$ cat src/hw/execUnit_defs.svh
//--------------------
// Execute cluster sizing
// Data width, register count and multiplier latency
//--------------------
`ifndef EXEC_UNIT_DEFS_SVH
`define EXEC_UNIT_DEFS_SVH

`define EXEC_XLEN      32
`define EXEC_NREGS     32
`define EXEC_MULSTAGES 3   // Cycles from accept to product

`endif

$ cat src/hw/execPkg.sv
//--------------------
// Execute cluster types
// ALU function codes, issue packet, writeback request and flags
//--------------------
`include "execUnit_defs.svh"

package execPkg;

    localparam int RegAw = $clog2(`EXEC_NREGS);
    localparam int ShAw  = $clog2(`EXEC_XLEN);

    typedef logic [`EXEC_XLEN-1:0] word_t;
    typedef logic [RegAw-1:0]      regAddr_t;
    typedef logic [ShAw-1:0]       shamt_t;

    // MIPS SPECIAL function field, spare codes for CLZ/CLO/MUL
    typedef enum logic [5:0] {
        ALU_SLL  = 6'h00,
        ALU_SRL  = 6'h02,
        ALU_SRA  = 6'h03,
        ALU_SLLV = 6'h04,
        ALU_SRLV = 6'h06,
        ALU_SRAV = 6'h07,
        ALU_MOVZ = 6'h0A,
        ALU_MOVN = 6'h0B,
        ALU_CLZ  = 6'h14,
        ALU_CLO  = 6'h15,
        ALU_MUL  = 6'h1C,
        ALU_ADD  = 6'h20,
        ALU_ADDU = 6'h21,
        ALU_SUB  = 6'h22,
        ALU_SUBU = 6'h23,
        ALU_AND  = 6'h24,
        ALU_OR   = 6'h25,
        ALU_XOR  = 6'h26,
        ALU_NOR  = 6'h27,
        ALU_SLT  = 6'h2A,
        ALU_SLTU = 6'h2B
    } aluFunc_e;

    typedef struct packed {
        aluFunc_e func;
        regAddr_t rs;
        regAddr_t rt;
        regAddr_t rd;
        shamt_t   shamt;
    } issue_t;

    typedef struct packed {
        logic c;   // Carry / borrow
        logic z;
        logic o;
        logic n;
    } flags_t;

    typedef struct packed {
        logic     valid;
        regAddr_t rd;
        word_t    data;
    } wbReq_t;

endpackage

$ cat src/hw/alu.sv
//--------------------
// ALU
// Combinational MIPS integer functions with
// carry, zero, overflow and negative flags
//--------------------
`timescale 1ns/100ps
`include "execUnit_defs.svh"

module alu (
    input  execPkg::word_t    A,
    input  execPkg::word_t    B,
    input  execPkg::shamt_t   Shamt,
    input  execPkg::aluFunc_e ALUfunc,
    output execPkg::word_t    Out,
    output logic              En,
    output execPkg::flags_t   flags
);

    localparam int Msb = `EXEC_XLEN - 1;

    // Leading run of bitVal from the MSB
    function automatic execPkg::word_t leadCount(execPkg::word_t v, logic bitVal);
        execPkg::word_t cnt;
        logic           done;
        cnt  = '0;
        done = 1'b0;
        for (int i = Msb; i >= 0; i--)
        begin
            if (!done && (v[i] == bitVal))
                cnt = cnt + 1'b1;
            else
                done = 1'b1;
        end
        return cnt;
    endfunction

    always_comb
    begin
        Out     = '0;
        En      = 1'b1;
        flags.c = 1'b0;
        flags.o = 1'b0;

        case (ALUfunc)
            execPkg::ALU_ADD:
            begin
                {flags.c, Out} = A + B;
                flags.o = (A[Msb] == B[Msb]) && (Out[Msb] != A[Msb]);
            end

            execPkg::ALU_ADDU:
            begin
                {flags.c, Out} = A + B;
                flags.o = flags.c;   // Unsigned wrap
            end

            execPkg::ALU_SUB:
            begin
                {flags.c, Out} = A - B;
                flags.o = (A[Msb] != B[Msb]) && (Out[Msb] != A[Msb]);
            end

            execPkg::ALU_SUBU:
            begin
                {flags.c, Out} = A - B;
                flags.o = flags.c;
            end

            // Variable shifts use low bits of rs
            execPkg::ALU_SLL  : Out = B << Shamt;
            execPkg::ALU_SLLV : Out = B << A[execPkg::ShAw-1:0];
            execPkg::ALU_SRA  : Out = $signed(B) >>> Shamt;
            execPkg::ALU_SRAV : Out = $signed(B) >>> A[execPkg::ShAw-1:0];
            execPkg::ALU_SRL  : Out = B >> Shamt;
            execPkg::ALU_SRLV : Out = B >> A[execPkg::ShAw-1:0];
            execPkg::ALU_AND  : Out = A & B;
            execPkg::ALU_OR   : Out = A | B;
            execPkg::ALU_XOR  : Out = A ^ B;
            execPkg::ALU_NOR  : Out = ~(A | B);

            execPkg::ALU_MOVN:
            begin
                Out = A;
                En  = (B != '0);
            end

            execPkg::ALU_MOVZ:
            begin
                Out = A;
                En  = (B == '0);
            end

            execPkg::ALU_SLT  : Out = execPkg::word_t'($signed(A) < $signed(B));
            execPkg::ALU_SLTU : Out = execPkg::word_t'(A < B);
            execPkg::ALU_CLZ  : Out = leadCount(A, 1'b0);
            execPkg::ALU_CLO  : Out = leadCount(A, 1'b1);

            execPkg::ALU_MUL:
            begin
                Out = '0;   // Product comes from mulUnit
                En  = 1'b0;
            end

            default:
                En = 1'b0;  // Unknown code writes nothing
        endcase

        flags.n = Out[Msb];
        flags.z = (Out == '0);
    end

endmodule

$ cat src/hw/execUnit.sv
//--------------------
// Integer execute cluster
// Register file, ALU and multiplier sharing one
// writeback port; each write is also the commit
//--------------------
`timescale 1ns/100ps
`include "execUnit_defs.svh"

module execUnit (
    input  logic            clk,
    input  logic            arstN,
    input  logic            issueValid,
    input  execPkg::issue_t issue,
    output execPkg::wbReq_t commit,
    output logic            stall,
    output logic            ovfTrap,
    output execPkg::flags_t condFlags
);

    execPkg::word_t  rsData;
    execPkg::word_t  rtData;
    execPkg::word_t  aluOut;
    execPkg::flags_t aluFlags;
    execPkg::wbReq_t mulRes;

    logic aluEn;
    logic accept;
    logic isMul;
    logic isSigned;

    assign accept   = issueValid && !stall;   // Held issue retried by issuer
    assign isMul    = (issue.func == execPkg::ALU_MUL);
    assign isSigned = (issue.func == execPkg::ALU_ADD) || (issue.func == execPkg::ALU_SUB);

    regFile uRegFile (
        .clk    (clk),
        .arstN  (arstN),
        .rsAddr (issue.rs),
        .rtAddr (issue.rt),
        .wr     (commit),
        .rsData (rsData),
        .rtData (rtData)
    );

    alu uAlu (
        .A       (rsData),
        .B       (rtData),
        .Shamt   (issue.shamt),
        .ALUfunc (issue.func),
        .Out     (aluOut),
        .En      (aluEn),
        .flags   (aluFlags)
    );

    mulUnit #(
        .Stages (`EXEC_MULSTAGES)
    ) uMul (
        .clk     (clk),
        .arstN   (arstN),
        .inValid (accept && isMul),
        .rd      (issue.rd),
        .A       (rsData),
        .B       (rtData),
        .res     (mulRes)
    );

    wbArbiter uArb (
        .clk         (clk),
        .arstN       (arstN),
        .aluValid    (accept && !isMul),
        .aluRd       (issue.rd),
        .aluData     (aluOut),
        .aluEn       (aluEn),
        .aluFlags    (aluFlags),
        .aluIsSigned (isSigned),
        .mulRes      (mulRes),
        .wr          (commit),
        .stall       (stall),
        .ovfTrap     (ovfTrap),
        .condFlags   (condFlags)
    );

endmodule

$ cat src/hw/mulUnit.sv
//--------------------
// Pipelined multiplier
// Low half of a 32x32 product, destination tag
// carried alongside through every stage
//--------------------
`timescale 1ns/100ps
`include "execUnit_defs.svh"

module mulUnit #(
    parameter int Stages = `EXEC_MULSTAGES
) (
    input  logic              clk,
    input  logic              arstN,
    input  logic              inValid,
    input  execPkg::regAddr_t rd,
    input  execPkg::word_t    A,
    input  execPkg::word_t    B,
    output execPkg::wbReq_t   res
);

    logic [Stages-1:0] vld;
    execPkg::regAddr_t tag  [Stages];
    execPkg::word_t    prod [Stages];

    always_ff @(posedge clk or negedge arstN)
    begin
        if (!arstN)
            vld <= '0;
        else
        begin
            vld[0] <= inValid;
            for (int i = 1; i < Stages; i++)
                vld[i] <= vld[i-1];
        end
    end

    always_ff @(posedge clk)
    begin
        tag[0]  <= rd;
        prod[0] <= A * B;   // Multiply in the first stage
        for (int i = 1; i < Stages; i++)
        begin
            tag[i]  <= tag[i-1];
            prod[i] <= prod[i-1];
        end
    end

    assign res.valid = vld[Stages-1];
    assign res.rd    = tag[Stages-1];
    assign res.data  = prod[Stages-1];

endmodule

$ cat src/hw/regFile.sv
//--------------------
// Register file
// Two asynchronous reads, one clocked write, r0 fixed at zero
//--------------------
`timescale 1ns/100ps
`include "execUnit_defs.svh"

module regFile (
    input  logic              clk,
    input  logic              arstN,
    input  execPkg::regAddr_t rsAddr,
    input  execPkg::regAddr_t rtAddr,
    input  execPkg::wbReq_t   wr,
    output execPkg::word_t    rsData,
    output execPkg::word_t    rtData
);

    execPkg::word_t regs [`EXEC_NREGS];

    // r0 is cleared by reset and never written
    always_ff @(posedge clk or negedge arstN)
    begin
        if (!arstN)
        begin
            for (int i = 0; i < `EXEC_NREGS; i++)
                regs[i] <= '0;
        end
        else if (wr.valid && (wr.rd != '0))
        begin
            regs[wr.rd] <= wr.data;
        end
    end

    // Old value is seen during the write cycle
    assign rsData = regs[rsAddr];
    assign rtData = regs[rtAddr];

endmodule

$ cat src/hw/wbArbiter.sv
//--------------------
// Writeback arbiter
// One-entry ALU slot sharing the write port with the
// multiplier, which has priority; trap pulse and flags
//--------------------
`timescale 1ns/100ps

module wbArbiter (
    input  logic              clk,
    input  logic              arstN,
    input  logic              aluValid,
    input  execPkg::regAddr_t aluRd,
    input  execPkg::word_t    aluData,
    input  logic              aluEn,
    input  execPkg::flags_t   aluFlags,
    input  logic              aluIsSigned,
    input  execPkg::wbReq_t   mulRes,
    output execPkg::wbReq_t   wr,
    output logic              stall,
    output logic              ovfTrap,
    output execPkg::flags_t   condFlags
);

    logic              slotValid;
    execPkg::regAddr_t slotRd;
    execPkg::word_t    slotData;

    logic mulHit;
    logic aluTrap;
    logic aluKeep;

    assign mulHit  = mulRes.valid && (mulRes.rd != '0);   // r0 products dropped
    assign aluTrap = aluIsSigned && aluFlags.o;
    assign aluKeep = aluValid && aluEn && !aluTrap && (aluRd != '0);

    // Slot waits while the multiplier owns the port
    assign stall = slotValid && mulHit;

    // -------------------- Write port mux
    always_comb
    begin
        if (mulHit)
            wr = mulRes;
        else
        begin
            wr.valid = slotValid;
            wr.rd    = slotRd;
            wr.data  = slotData;
        end
    end

    // -------------------- Slot and status
    always_ff @(posedge clk or negedge arstN)
    begin
        if (!arstN)
        begin
            slotValid <= 1'b0;
            ovfTrap   <= 1'b0;
            condFlags <= '0;
        end
        else
        begin
            if (aluValid)
                slotValid <= aluKeep;
            else if (!mulHit)
                slotValid <= 1'b0;   // Drained or already empty

            ovfTrap <= aluValid && aluTrap;

            if (aluValid)
                condFlags <= aluFlags;   // Suppressed ops too
        end
    end

    always_ff @(posedge clk)
    begin
        if (aluValid)
        begin
            slotRd   <= aluRd;
            slotData <= aluData;
        end
    end

endmodule

$ cat config.mk
export PLATFORM = sky130hd
export DESIGN_NAME = execUnit
export DESIGN_NICKNAME = d
export VERILOG_FILES = /design/src/hw/execPkg.sv /design/src/hw/alu.sv /design/src/hw/execUnit.sv /design/src/hw/mulUnit.sv /design/src/hw/regFile.sv /design/src/hw/wbArbiter.sv
export VERILOG_INCLUDE_DIRS = /design/src /design/src/hw
export SDC_FILE = /design/constraint.sdc
export NUM_CORES = 2
export LEC_CHECK = 0
export BUFFER_PORTS_ARGS = -buffer_cell sky130_fd_sc_hd__buf_2
export CAP_MARGIN = 10
export CORE_MARGIN = 3
export CORE_UTILIZATION = 32
export CTS_BUF_LIST = sky130_fd_sc_hd__clkbuf_8
export CTS_CLUSTER_DIAMETER = 150
export DETAILED_ROUTE_END_ITERATION = 10
export GPL_TIMING_DRIVEN = 0
export SLEW_MARGIN = 0
export SYNTH_ARGS = -nofsm -noshare
export SYNTH_HDL_FRONTEND = slang
export SYNTH_SLANG_ARGS = --single-unit
$ cat constraint.sdc
create_clock -name clk -period 42.5 [get_ports clk]
set_clock_uncertainty 0.05 [all_clocks]
set_input_delay 10.625 -clock clk [delete_from_list [all_inputs] [get_ports clk]]
set_output_delay 10.625 -clock clk [all_outputs]
set_load 0.05 [all_outputs]
Word level (Yosys, flattened, before mapping)
Memory sizes are Yosys's and may differ from the RTL's.
Index checks and enable logic that the tools add are counted.
{"block": "totals", "register_bits": 1070, "output_inout_bits": 44, "ramBits": 111, "inputBits": 29, "elab_cells": 602, "n_memories": 2}
{"block": "op_classes", "magnitude_cmp": 6, "n_reduce_logical": 153, "n_mux": 266, "eq_ne": 25, "n_shift": 6, "n_bitwise": 38, "n_mul": 1, "add_sub_neg": 64}
{"memory": "uMul.prod", "words": 3, "word_bits": 32, "read_ports": 3, "rd_ports_with_merged_regs": 0, "write_ports": 3, "line_no": "mulUnit.sv:23", "rtl": "execPkg::word_t prod [Stages];"}
{"memory": "uMul.tag", "words": 3, "word_bits": 5, "read_ports": 3, "rd_ports_with_merged_regs": 0, "write_ports": 3, "line_no": "mulUnit.sv:22", "rtl": "execPkg::regAddr_t tag [Stages];"}
{"op": "two-way mux 32 bit", "n": 129}
{"op": "adder 32 x 1 -> 32 bit (second input constant)", "n": 62}
{"op": "bitwise mux 1024 bit", "n": 1}
{"op": "case mux 32 bit (17 select lines)", "n": 1}
{"op": "binary-select mux 32 bit (select 5 bit)", "n": 2}
{"op": "demux 32 bit (select 5 bit)", "n": 1}
{"op": "two-way mux 1 bit", "n": 128}
{"op": "logical AND 1 bit", "n": 76}
{"op": "logical NOT 1 bit", "n": 65}
{"op": "logical NOT 32 bit", "n": 2}
{"op": "less-than comparator 32 bit", "n": 2}
{"op": "left shift 32 x 5 -> 32 bit", "n": 2}
{"op": "right shift 32 x 5 -> 32 bit", "n": 2}
{"op": ">>> shifter 32 x 5 -> 32 bit", "n": 2}
{"op": "equality test 6 bit (second input constant)", "n": 10}
{"op": "two-way mux 38 bit", "n": 1}
{"op": "adder 32 x 32 -> 33 bit", "n": 1}
{"op": "subtractor 32 x 32 -> 33 bit", "n": 1}
{"op": "AND 32 bit", "n": 1}
{"op": "multiplier 32 x 32 -> 32 bit", "n": 1}
{"op": "inverter 32 bit", "n": 1}
{"op": "bitwise OR 32 bit", "n": 1}
{"op": "nonzero test 32 bit", "n": 1}
{"op": "bitwise XOR 32 bit", "n": 1}
{"op": "other kinds (19)", "n": 65}

Longest topological paths before layout
{"block": "depth", "ltp_word": 131, "ltp_mapped": 122, "ltp_nobuf": 109}

Cells and area by module
From an unflattened synthesis, not the netlist that was laid out.
{"block": "hier_totals", "hier_cells": 9482, "hier_area_um2": 95128.7}
{"module": "regFile", "cells_each": 4601, "instances": 1, "area_per_inst_um2": 55942.4, "seq_area_each_um2": 25624.6}
{"module": "alu", "cells_each": 2856, "instances": 1, "area_per_inst_um2": 18714.2, "seq_area_each_um2": 0.0}
{"module": "mulUnit", "cells_each": 1917, "instances": 1, "area_per_inst_um2": 18581.6, "seq_area_each_um2": 2297.2}
{"module": "wbArbiter", "cells_each": 101, "instances": 1, "area_per_inst_um2": 1843.0, "seq_area_each_um2": 1261.2}
{"module": "execUnit", "cells_each": 7, "instances": 1, "area_per_inst_um2": 47.5, "seq_area_each_um2": 0.0}

Worst setup path after synthesis
No wires, ideal clock.
{"block": "synth_timing", "kind": "input to register", "startpoint": "in issue[16] in the netlist's numbering", "endpoint": "reg, netlist name uArb.condFlags[2]", "arrival_ps": 33248, "path_stages": 117, "setup_ps": 103, "slack_ps": 9099, "n_path_buf": 15, "t_required_ps": 42347, "cell_sequence": "buf_6 buf_8 buf_6 buf_6 buf_6 buf_6 buf_6 buf_6 buf_6 buf_2 buf_2 buf_2 buf_2 buf_2 buf_2 mux4_2 mux2i_1 inv_1 (+81 left out) mux2i_1 a21boi_0 ha_1 nand4_1 o21ai_0 ha_1 mux2i_1 o21ai_0 ha_1 mux2i_1 o221ai_1 or4_1 or4_1 or4_1 nor3_1 nand4_1 or4_1 o41ai_2"}
{"block": "synth_via", "elab_chain_cells": 131, "elab_cells_between_ends": 484, "cone_classes": "add/sub (64); order compare (2); shift (3); mux (254); bitwise (36); reduce/logical (125)"}
{"element": "start: declaration", "line_no": "execUnit.sv:13", "rtl": "input execPkg::issue_t issue,"}
{"element": "inverter 5 -> 6 bit (implied by the code) (*)", "line_no": "regFile.sv:35", "rtl": "assign rsData = regs[rsAddr];"}
{"element": "binary-select mux 32 bit (select 5 bit) (*)", "line_no": "regFile.sv:35"}
{"element": "two-way mux 32 bit (implied by the code) (*) (2 in a row)", "line_no": "regFile.sv:35"}
{"element": "branches (longest 125 deep; another with adder 32 x 1 -> 32 bit)"}
{"element": "case mux 32 bit (17 select lines) (*)", "line_no": "alu.sv:44", "rtl": "case (ALUfunc)"}
{"element": "named net aluOut[1]", "line_no": "execUnit.sv:22", "rtl": "execPkg::word_t aluOut;"}
{"element": "logical NOT 32 bit (*)", "line_no": "alu.sv:109", "rtl": "flags.z = (Out == '0);"}
Mark *: on every way through the listed nets, which the timed path passes. The select of a mux whose other input is x is not followed.
A chain may end at the register's enable or synchronous reset.

Worst setup path after layout
{"block": "layout_timing", "startpoint": "in issue[18] in the netlist's numbering", "endpoint": "reg, netlist name uArb.condFlags[2]"}
{"block": "layout_via", "elab_chain_cells": 131, "elab_cells_between_ends": 484, "cone_classes": "add/sub (64); order compare (2); shift (3); mux (254); bitwise (36); reduce/logical (125)"}
{"element": "inverter 5 -> 6 bit (implied by the code) (*)", "line_no": "regFile.sv:35"}
{"element": "binary-select mux 32 bit (select 5 bit) (*)", "line_no": "regFile.sv:35"}
{"element": "two-way mux 32 bit (implied by the code) (*) (2 in a row)", "line_no": "regFile.sv:35"}
{"element": "branches (longest 125 deep; another with adder 32 x 1 -> 32 bit)"}
{"element": "case mux 32 bit (17 select lines) (*)", "line_no": "alu.sv:44"}
{"element": "named net aluOut[1]", "line_no": "execUnit.sv:22"}
{"element": "logical NOT 32 bit (*)", "line_no": "alu.sv:109"}
Marks and branches as above.

==> qor.csv <==
stage,metric,value,unit
sta,rsz0062_at_grt,false,
sta,hold_viol_final,0,
logic_synthesis,async_flop_share,0.875,
logic_synthesis,yosysTopAreaCell,dfrtp_1,
die,dieArea,0.294,mm2
sta,timing.final.ws_setup,2.88,ns
grt,grt_overflow,0,
setup_path,arrival,40.47,ns
clock_network,numCtsBuffers,202,
die,die_x,542,um
die,core_area,0.285,mm2
die,die_h,542,um
placed_design,hpwl,356000,um
setup_path,critPathMaxFanout,11,
run_status,status,"complete, but fails checks",
grt,grt_pass1_vias,82700,
clock_network,cts_tree,yes,
logic_synthesis,yosys_most_used_dff,dfrtp_1,
grt,grt_max_degree,159,
setup_path,cp_common_cell,ha_1,
setup_path,startpoint_type,primary input,
die,initial_core_util,0.322,
route,drt-pass1-iter-count,9,
sta,tightest_slew,1.55,ns
pwr,p_leak,45.1,nW
sta,finalCritPeriodShare,0.932,
grt,track_usage,0.320,
route,routed_via_density,6.21,
clock_network,cts_htree_levels,4,
logic_synthesis,synth_fp_nets,10400,
clock_network,root_buffer,clkbuf_8,
setup_path,slowest_delay,1.00,ns
logic_synthesis,yosysWarningCount,0,
die,pin_count,73,
cells_and_area,drive_above_1_share,0.139,
clock_network,cts_sinks,1181,
run,drv_cap,3,
placed_design,pre_cts_ws,2.38,ns
setup_path,criticalPathCategory,primary input to flip-flop,
sta,drv_slew,32,
route,wl,483000,um
route,wl_per_cell,34.5,um
route,drt_iter0_markers,13400,
clock_network,cts_resized,0,
logic_synthesis,synth.top_cells.by_area,"dfrtp_1 28%, mux4_2 14%, fa_1 8.9%",
setup_path,crit_slowest_cell,buf_1,
cells_and_area,final_common_cell,nand2_1,
clock_network,holdBufCountCts,0,
logic_synthesis,synth_edf_count,37,
sta,finalSetupTns,0,ns
logic_synthesis,syn_inst,9660,
cells_and_area,final_area,0.103,mm2
clock_network,clk_path_buf_depth,3,
sta,fmax,0.0252,GHz
clock_network,clk_pin_slew,0.06,ns
die,num_rows,196,
logic_synthesis,netlist_area,0.0919,mm2
route,vias,86700,
setup_path,critPathCaptureType,flip-flop,
route,drc,0,
min_path,hp-class,flip-flop to flip-flop,
placed_design,dpl_cell_area,0.0981,mm2
route,antenna_left,0,
setup_path,required,43.35,ns
cells_and_area,nets,10700,
clock_network,postCtsSetupRepairBufs,0,
logic_synthesis,yosysSeqAreaShare,0.318,
setup_path,r2r_setup_slack,17.52,ns
cells_and_area,fin_util,0.361,
logic_synthesis,ys_ff_latch,1181,
pwr,power_density,43.6,mW/mm2
logic_synthesis,synth_top_area_frac,0.281,
grt,antenna_found_initial,46,
pwr,finalPower,4.49,mW
run_status,violations,"max-capacitance violations, max-slew violations",
sta,fin_crit,39.62,ns
grt,grt_pass1_wl,660000,um
placed_design,place_congestion,1.08,
cells_and_area,area_growth_syn_to_layout,12.2,%
logic_synthesis,avgSynthCellArea,9.51,um2
sta,slew_headroom,-0.0351,
sta,setup_viol,0,
placed_design,io_buffers,62,
cells_and_area,layout_common_cells,"1,413 x nand2_1, 1,033 x dfrtp_1, 910 x nor2_1, 833 x o21ai_0, 774 x inv_1",
logic_synthesis,yosysUniqueCellTypes,133,
pwr,peakVddDrop,0.0391,mV
clock_network,clk_latency,1.08,ns
-- logic make-up after synthesis --
family	count (synthesis)	share of synthesized area
flops	1181	0.318
compound gates	2076	0.130
fa+ha+maj	701	0.129
buf+inv	1504	0.0650
xor+xnor	303	0.0349
mux	978	0.186
simple gates	2917	0.137
-- per-layer routing --
metal  track usage  share of wire
met4         0.229          0.089
met2         0.442           0.40
met1         0.395           0.36
met5       0.00822         0.0014
met3         0.141           0.15
-- report_power, final --
group	internal, mW	leakage, nW	switching (mW)
clock	0.640	2.59	0.544
combinational	0.661	27.4	1.20
sequential	1.30	15.1	0.144
total	2.60	45.1	1.89
-- worst max-delay path: cells and delay by family --
| family | cells | cell delay [ns] |
|---|---|---|
| multiplexers | 19 | 4.62 |
| AO/OA/AOI/OAI | 24 | 4.51 |
| buffers and inverters | 16 | 6.91 |
| adder cells (fa/ha/maj) | 28 | 9.14 |
| AND/OR/NAND/NOR | 25 | 4.55 |
-- metrics by stage --
| step | instances | hold slack [ns] |
|---|---|---|
| final | 14000 | 0.250 |
| after global routing | 14000 | 0.274 |
| after CTS | 13900 | 0.262 |
| after detailed placement | 13600 | 0.262 |
| after global placement | 13500 | 0.260 |
| after floorplan | 9660 | 0.260 |
-- Yosys cell counts (35+ instances only) --
cell / instances
xnor2_1: 198
buf_2: 63
dfxtp_1: 111
xor2_1: 63
buf_1: 119
inv_1: 712
and2_1: 41
fa_1: 410
mux4_2: 574
a22oi_1: 54
edfxtp_1: 37
ha_1: 277
a21oi_1: 717
nand2_1: 1413
nand4_1: 41
clkbuf_1: 550
mux2i_1: 320
dfrtp_1: 1033
o21bai_1: 46
nor3_1: 101
nand3_1: 105
mux2_2: 75
o22ai_1: 35
o21ai_0: 833
o211ai_1: 38
nor2_1: 911
and3_1: 52
-- cell type report --
cell class,count,area [um2]
Fill cell,29200,182000
Multi-Input combinational cell,6975,56800
Sequential cell,1181,29200
Tap cell,3762,4710
Clock buffer,268,3690
Buffer,774,3310
Inverter,730,2740
Timing Repair Buffer,152,1710
Clock inverter,113,882
Antenna cell,24,60.1
-- final timing paths --
path,start,end,cells after the start
min,uMul.prod[0][2]$_DFF_P_,uMul.prod[0][34]$_DFF_P_,0
max reg2reg,uRegFile.regs[95]$_DFFE_PN0P_,uArb.condFlags[2]$_DFFE_PN0P_,102
max in group asynchronous,arstN,uRegFile.regs[314]$_DFFE_PN0P_,4
min reg2reg,uMul.prod[0][2]$_DFF_P_,uMul.prod[0][34]$_DFF_P_,0
max,issue[18],uArb.condFlags[2]$_DFFE_PN0P_,112
min in group asynchronous,arstN,uRegFile.regs[970]$_DFFE_PN0P_,1
-- registers in the layout (all words and copies together) (netlist names) --
signal,count
uRegFile.regs,1024
uMul.prod,96
uArb.slotData,32
uMul.tag,15
uArb.slotRd,5
uArb.condFlags,4
uMul.vld,3
uArb.ovfTrap,1
uArb.slotValid,1
Power figures use the tool's default switching activity.
